==> src/memInit.hex <==
// one byte per column, 16 bytes per line, first line holds addresses 0x00 to 0x0f
13 30 4d 6a 87 a4 c1 de fb 18 35 52 6f 8c a9 c6
e3 00 1d 3a 57 74 91 ae cb e8 05 22 3f 5c 79 96
b3 d0 ed 0a 27 44 61 7e 9b b8 d5 f2 0f 2c 49 66
83 a0 bd da f7 14 31 4e 6b 88 a5 c2 df fc 19 36
53 70 8d aa c7 e4 01 1e 3b 58 75 92 af cc e9 06
23 40 5d 7a 97 b4 d1 ee 0b 28 45 62 7f 9c b9 d6
f3 10 2d 4a 67 84 a1 be db f8 15 32 4f 6c 89 a6
c3 e0 fd 1a 37 54 71 8e ab c8 e5 02 1f 3c 59 76
93 b0 cd ea 07 24 41 5e 7b 98 b5 d2 ef 0c 29 46
63 80 9d ba d7 f4 11 2e 4b 68 85 a2 bf dc f9 16
33 50 6d 8a a7 c4 e1 fe 1b 38 55 72 8f ac c9 e6
03 20 3d 5a 77 94 b1 ce eb 08 25 42 5f 7c 99 b6
d3 f0 0d 2a 47 64 81 9e bb d8 f5 12 2f 4c 69 86
a3 c0 dd fa 17 34 51 6e 8b a8 c5 e2 ff 1c 39 56
73 90 ad ca e7 04 21 3e 5b 78 95 b2 cf ec 09 26
43 60 7d 9a b7 d4 f1 0e 2b 48 65 82 9f bc d9 f6

==> src/memPkg.sv <==
package memPkg;

    // byte address seen by the core, only the low bits reach the RAM
    typedef logic [31:0] addr_t;

    // one RAM data byte
    typedef logic [7:0] byte_t;

    // access length in bytes
    typedef logic [2:0] memLen_t;

    localparam memLen_t lenByte = 3'd1;
    localparam memLen_t lenHalf = 3'd2;
    localparam memLen_t lenWord = 3'd4;

    // RAM geometry
    localparam int ramDepth = 256;
    localparam int ramAddrBits = 8;

endpackage

==> src/corePkg.sv <==
package corePkg;

    // instruction or data word
    typedef logic [31:0] word_t;

    // data-side request, held until dataDone
    typedef struct packed {
        logic            write;
        memPkg::memLen_t len;
        memPkg::addr_t   addr;
        // little-endian, byte 0 goes to addr
        word_t           wdata;
    } dataReq_t;

    // first fetch address after reset
    localparam memPkg::addr_t resetPc = 32'h0000_0000;

endpackage

==> src/byteRam.sv <==
`timescale 1ns/1ps

module byteRam (
    input  logic          clk,
    input  memPkg::addr_t ramAddr,
    input  logic          ramWe,
    input  memPkg::byte_t ramWdata,
    output memPkg::byte_t ramRdata
);
    import memPkg::*;

    byte_t mem [ramDepth];
    logic [ramAddrBits-1:0] idx;

    assign idx = ramAddr[ramAddrBits-1:0];

    initial begin
        $readmemh("/design/src/memInit.hex", mem);
    end

    // read data is registered, a read during a write sees the old byte
    always_ff @(posedge clk) begin
        if (ramWe) begin
            mem[idx] <= ramWdata;
        end
        ramRdata <= mem[idx];
    end

endmodule

==> src/memCtrl.sv <==
`timescale 1ns/1ps

module memCtrl (
    input  logic              clk,
    input  logic              rst,
    input  logic              rdy,
    input  logic              ioBufferFull,
    input  logic              fetchEn,
    input  memPkg::addr_t     fetchAddr,
    input  logic              dataEn,
    input  corePkg::dataReq_t dataReq,
    input  memPkg::byte_t     ramRdata,
    output logic              instDone,
    output corePkg::word_t    instWord,
    output logic              dataDone,
    output corePkg::word_t    dataRdata,
    output memPkg::addr_t     ramAddr,
    output logic              ramWe,
    output memPkg::byte_t     ramWdata
);
    import memPkg::*;
    import corePkg::*;

    typedef enum logic [1:0] {
        kindIdle,
        kindRdInst,
        kindRdData,
        kindWrData
    } reqKind_t;

    reqKind_t kind;
    logic [2:0] stage;

    // latched request
    addr_t   addrReg;
    memLen_t lenReg;
    word_t   dataReg;

    logic       frozen;
    logic       reading;
    logic       lastRead;
    logic       lastWrite;
    logic [1:0] capIdx;
    logic [2:0] addrOffset;
    word_t      readWord;

    assign frozen = !rdy || ioBufferFull;
    assign reading = (kind == kindRdInst) || (kind == kindRdData);

    // read ends one stage after its last address, write ends on its last byte
    assign lastRead = reading && (stage == lenReg);
    assign lastWrite = (kind == kindWrData) && (stage == lenReg - 3'd1);

    // byte captured in this stage was addressed one stage earlier
    assign capIdx = stage[1:0] - 2'd1;

    // While frozen, present the previous byte address again. The RAM then
    // keeps returning the byte that is due for capture once the freeze ends.
    always_comb begin
        if (reading && frozen && (stage != 3'd0)) begin
            addrOffset = stage - 3'd1;
        end else begin
            addrOffset = stage;
        end
    end

    assign ramAddr = addrReg + addr_t'(addrOffset);
    assign ramWe = !frozen && (kind == kindWrData);
    assign ramWdata = dataReg[{stage[1:0], 3'b000} +: 8];

    // last byte goes straight from the RAM, upper bytes stay zero
    assign readWord = dataReg | (word_t'(ramRdata) << {lenReg[1:0] - 2'd1, 3'b000});

    assign instWord = readWord;
    assign dataRdata = readWord;

    assign instDone = !frozen && lastRead && (kind == kindRdInst);
    assign dataDone = !frozen && ((lastRead && (kind == kindRdData)) || lastWrite);

    // request kind and stage
    always_ff @(posedge clk) begin
        if (rst) begin
            kind <= kindIdle;
            stage <= 3'd0;
        end else if (!frozen) begin
            if (kind == kindIdle) begin
                stage <= 3'd0;
                // data side wins over fetch
                if (dataEn) begin
                    kind <= dataReq.write ? kindWrData : kindRdData;
                end else if (fetchEn) begin
                    kind <= kindRdInst;
                end
            end else if (lastRead || lastWrite) begin
                kind <= kindIdle;
                stage <= 3'd0;
            end else begin
                stage <= stage + 3'd1;
            end
        end
    end

    // address, length and data bytes
    always_ff @(posedge clk) begin
        if (!frozen) begin
            if (kind == kindIdle) begin
                if (dataEn) begin
                    addrReg <= dataReq.addr;
                    lenReg <= dataReq.len;
                    dataReg <= dataReq.write ? dataReq.wdata : '0;
                end else begin
                    addrReg <= fetchAddr;
                    lenReg <= lenWord;
                    dataReg <= '0;
                end
            end else if (reading && (stage != 3'd0) && !lastRead) begin
                dataReg[{capIdx, 3'b000} +: 8] <= ramRdata;
            end
        end
    end

endmodule

==> src/fetchUnit.sv <==
`timescale 1ns/1ps

module fetchUnit (
    input  logic           clk,
    input  logic           rst,
    input  logic           instDone,
    input  corePkg::word_t instWord,
    input  logic           redirect,
    input  memPkg::addr_t  redirectPc,
    output logic           fetchEn,
    output memPkg::addr_t  fetchAddr,
    output logic           instValid,
    output corePkg::word_t instOut,
    output memPkg::addr_t  instPc
);
    import memPkg::*;
    import corePkg::*;

    addr_t pc;
    logic  running;

    // next instDone belongs to a fetch from before the redirect
    logic  squash;

    assign fetchEn = running;
    assign fetchAddr = pc;

    assign instValid = instDone && !squash && !redirect;
    assign instOut = instWord;
    assign instPc = pc;

    always_ff @(posedge clk) begin
        if (rst) begin
            pc <= resetPc;
            running <= 1'b0;
            squash <= 1'b0;
        end else begin
            running <= 1'b1;
            if (redirect) begin
                pc <= redirectPc;
                // a fetch finishing now needs no squash
                squash <= !instDone;
            end else if (instDone) begin
                if (!squash) begin
                    pc <= pc + 32'd4;
                end
                squash <= 1'b0;
            end
        end
    end

endmodule

==> src/memSubsystem.sv <==
`timescale 1ns/1ps

module memSubsystem (
    input  logic              clk,
    input  logic              rst,
    input  logic              rdy,
    input  logic              ioBufferFull,
    input  logic              redirect,
    input  memPkg::addr_t     redirectPc,
    input  logic              dataEn,
    input  corePkg::dataReq_t dataReq,
    output logic              dataDone,
    output corePkg::word_t    dataRdata,
    output logic              instValid,
    output corePkg::word_t    instOut,
    output memPkg::addr_t     instPc
);
    import memPkg::*;
    import corePkg::*;

    // fetch side
    logic  fetchEn;
    addr_t fetchAddr;
    logic  instDone;
    word_t instWord;

    // RAM port
    addr_t ramAddr;
    logic  ramWe;
    byte_t ramWdata;
    byte_t ramRdata;

    fetchUnit fetch (
        .clk        (clk),
        .rst        (rst),
        .instDone   (instDone),
        .instWord   (instWord),
        .redirect   (redirect),
        .redirectPc (redirectPc),
        .fetchEn    (fetchEn),
        .fetchAddr  (fetchAddr),
        .instValid  (instValid),
        .instOut    (instOut),
        .instPc     (instPc)
    );

    memCtrl ctrl (
        .clk          (clk),
        .rst          (rst),
        .rdy          (rdy),
        .ioBufferFull (ioBufferFull),
        .fetchEn      (fetchEn),
        .fetchAddr    (fetchAddr),
        .dataEn       (dataEn),
        .dataReq      (dataReq),
        .ramRdata     (ramRdata),
        .instDone     (instDone),
        .instWord     (instWord),
        .dataDone     (dataDone),
        .dataRdata    (dataRdata),
        .ramAddr      (ramAddr),
        .ramWe        (ramWe),
        .ramWdata     (ramWdata)
    );

    byteRam ram (
        .clk      (clk),
        .ramAddr  (ramAddr),
        .ramWe    (ramWe),
        .ramWdata (ramWdata),
        .ramRdata (ramRdata)
    );

endmodule

==> config.mk <==
export PLATFORM = sky130hd
export DESIGN_NAME = memSubsystem
export DESIGN_NICKNAME = d
export VERILOG_FILES = /design/src/memPkg.sv /design/src/corePkg.sv /design/src/byteRam.sv /design/src/memCtrl.sv /design/src/fetchUnit.sv /design/src/memSubsystem.sv
export SDC_FILE = /design/constraint.sdc
export NUM_CORES = 2
export LEC_CHECK = 0
export BUFFER_PORTS_ARGS = -buffer_cell sky130_fd_sc_hd__clkbuf_2
export CAP_MARGIN = 40
export CORE_MARGIN = 2
export CORE_UTILIZATION = 40
export DETAILED_ROUTE_END_ITERATION = 16
export PLACE_DENSITY = 0.59
export SLEW_MARGIN = 15
export SYNTH_ARGS = -nofsm -noshare
export SYNTH_HDL_FRONTEND = slang
export SYNTH_SLANG_ARGS = --single-unit
==> constraint.sdc <==
create_clock -name clk -period 5.96 [get_ports clk]
set_input_delay 0 -clock clk [delete_from_list [all_inputs] [get_ports clk]]
set_output_delay 0 -clock clk [all_outputs]
set_load 0.01 [all_outputs]
==> flow_metrics.tcl <==
set metrics [dict create \
    tritoncts "done" \
    grt_overflow 0 \
    fp.coreArea_um2 209000 \
    start_kind "flip-flop" \
    grt_max_degree 225 \
    synth_cell_types 57 \
    hp-class "input pin to flip-flop" \
    irDropWorstVdd_uv 270 \
    wire_per_inst_um 27.5 \
    status "finished clean" \
    setup_tns_ns 0 \
    hold_viol 0 \
    wirelength_um 204000 \
    clk_latency_ns 0.85 \
    dp_hpwl_um 119000 \
    vias 40900 \
    final_common_cell "edfxtp_1" \
    yosys_warnings 0 \
    rsz0062_at_grt "no" \
    drtIter0Drc 4436 \
    die_x_um 462 \
    cts.clk_slew.worst_paths_ns 0.06 \
    setup_viol 0 \
    synth.yosys.seq_area_share 0.759 \
    fp.dieH_um 462 \
    io_buffers 179 \
    clockBufferDepth 3 \
    die_area_um2 214000 \
    netlist_area_um2 84000 \
    syn_area_per_cell_um2 22.0 \
    fin_nets 4546 \
    io-pin-count 204 \
    cts_max_level 4 \
    synth-async-reset-ratio 0 \
    end_kind "flip-flop" \
    synthFlopType "edfxtp_1" \
    critical_path_class "flip-flop to flip-flop" \
    drt-pass1-iter-count 5 \
    power_density_nw_per_um2 341 \
    reg2reg_slack_ns 0.70 \
    syn_to_final_growth_pct 17.9 \
    fp-row-count 168 \
    fmax_mhz 190 \
    fin_area_um2 99000 \
    maxSlewViolCount 0 \
    synth_seq_cells 2138 \
    drive_gt1_frac 0.301 \
    cp_data_required_time_ns 6.40 \
    tightest_slew_ns 1.16 \
    viasPerCell 5.52 \
    postRouteAntennaNets 0 \
    grt_util_all_layers 0.190 \
    cts-resized-gates 0 \
    clock-sinks 2138 \
    mostFrequentLayoutCells "edfxtp_1, mux4_2, nor2_1, dlygate4sd3_1, clkbuf_16" \
    grt_pass1_wl_um 294000 \
    antenna_found_initial 9 \
    dpl_cell_area_um2 89300 \
    place_congestion 0.800 \
    netlist_instances 3823 \
    initial_core_util 0.402 \
    fillers 16900 \
    first_global_vias 41700 \
    leakage_nw 31.6 \
    cts-root-buf "clkbuf_16" \
    syn_nets 3945 \
    synth_edf_count 2091 \
    maxSlewHeadroom 0.225 \
    max_cap_violations 0 \
    numCtsBuffers 213 \
    worst-path-max-fanout 18 \
    drcViolationCount 0 \
    fin_skew_ns 0.0422 \
    period_minus_slack_ns 5.26 \
    cp.arrival_ns 5.70 \
    post-route-period-util 0.882 \
]
## critical path: stages, from the launching register on
cell and delay [ns]:
dfxtp_1 0.38, inv_1 0.08, ha_1 0.35, nand3_1 0.15, xnor2_1 0.28, ha_4 0.19, inv_1 0.05, fa_4 0.52
nor2b_1 0.20, o21ai_0 0.18, xor2_1 0.27, nor2_4 0.61, buf_4 0.33, nand2_1 0.43, nor2_1 0.81
## state kept, by name, indices dropped and copies added (netlist names)
name and cells:
ram.mem 2048, ctrl.addrReg 8, ctrl.kind 2, fetch.fetchAddr 32, fetch.fetchEn 1, fetch.squash 1
ram.ramRdata 8, ctrl.lenReg 3, ctrl.dataReg 32, ctrl.stage 3
## stage by stage
stage          worst slack [ns]  total power, mW   util  hold WS, ns  cells
2_1_floorplan              1.40             19.2      -        0.136   3823
3_3_place_gp              0.767             20.3  0.427        0.235   6755
3_5_place_dp              0.766             20.4  0.427        0.238   6761
4_1_cts                   0.660             34.1  0.473        0.225   7399
5_1_grt                   0.412             34.8  0.474        0.343   7410
6_report                  0.702             33.8  0.474        0.315   7410
## cell usage after synthesis (all sizes together), types with 4 or more instances
cell type / n / area [µm²]
edfxtp: 2091 / 62800
nor2b: 6 / 37.5
and4: 5 / 43.8
nand2b: 4 / 25.0
clkbuf: 116 / 435
mux4: 642 / 14500
a21o: 33 / 248
mux2i: 19 / 190
xnor2: 24 / 225
a211oi: 7 / 52.6
o21ai: 34 / 174
dfxtp: 47 / 941
and3: 11 / 68.8
or3: 4 / 25.0
and2: 15 / 93.8
a221oi: 5 / 43.8
a22oi: 6 / 45.0
mux2: 9 / 101
a22o: 86 / 753
ha: 15 / 188
buf: 144 / 827
a21oi: 18 / 90.1
xor2: 18 / 158
a2111oi: 4 / 35.0
nor3: 5 / 30.0
inv: 16 / 60.1
nand3: 35 / 175
nor2: 307 / 1150
nor4: 5 / 31.3
nand2: 56 / 210
nand4: 13 / 81.3
## layout make-up
class / count / area, µm² / share of cell area
diodes: 3 / 7.51 / 0.0000758
clock buffers: 267 / 5660 / 0.0571
clock inverters: 126 / 1470 / 0.0149
inverters: 17 / 63.8 / 0.000644
multi-input cells: 1408 / 19100 / 0.193
flip-flops and latches: 2138 / 63700 / 0.643
well taps: 2805 / 3510 / 0.0354
repair buffers: 646 / 5500 / 0.0555
## cells by family (layout without fill, tap and decap cells)
| kind of cell | Yosys count | count (layout) | synth area share |
|---|---|---|---|
| AOI/OAI and AO/OA | 205 | 205 | 0.0184 |
| adders and majority gates | 16 | 16 | 0.00247 |
| other | 0 | 3 | 0 |
| DFF | 2138 | 2138 | 0.759 |
| and+or+nand+nor | 475 | 475 | 0.0244 |
| buffers and inverters | 277 | 1056 | 0.0158 |
| muxes | 670 | 670 | 0.176 |
| xor gates and xnor gates | 42 | 42 | 0.00456 |
## timing repair
action                                 in CTS  in global routing
hold buffers                              245                  0
endpoints found under the hold margin      82                  0
buffers inserted                            0                  0
## metal layers
metal,part of all wire,vias to the layer above,global-route usage
met5,0.00047,-,0
met4,0.028,11,0.0583
met3,0.059,309,0.0331
met2,0.48,1370,0.307
met1,0.43,22000,0.263
li1,-,17200,-
## path summary, 6_finish.rpt
| kind | from | end | cells after the start |
|---|---|---|---|
| setup / recovery | ctrl.kind[0]$_SDFFE_PP0P_ | ram.mem[211][5]$_DFFE_PP_ | 14 |
| setup reg to reg | ctrl.kind[0]$_SDFFE_PP0P_ | ram.mem[211][5]$_DFFE_PP_ | 14 |
| hold / removal | ioBufferFull | ctrl.stage[1]$_SDFFE_PP0P_ | 6 |
| hold reg to reg | fetch.squash$_SDFFE_PP0P_ | fetch.squash$_SDFFE_PP0P_ | 1 |
## report_power, final
group | total, mW | switching [mW] | internal [mW]
logic | 3.34 | 1.85 | 1.48
registers | 16.8 | 0.0879 | 16.8
clock network | 13.6 | 5.69 | 7.94
total | 33.8 | 7.63 | 26.2
Power figures use the tool's default switching activity.
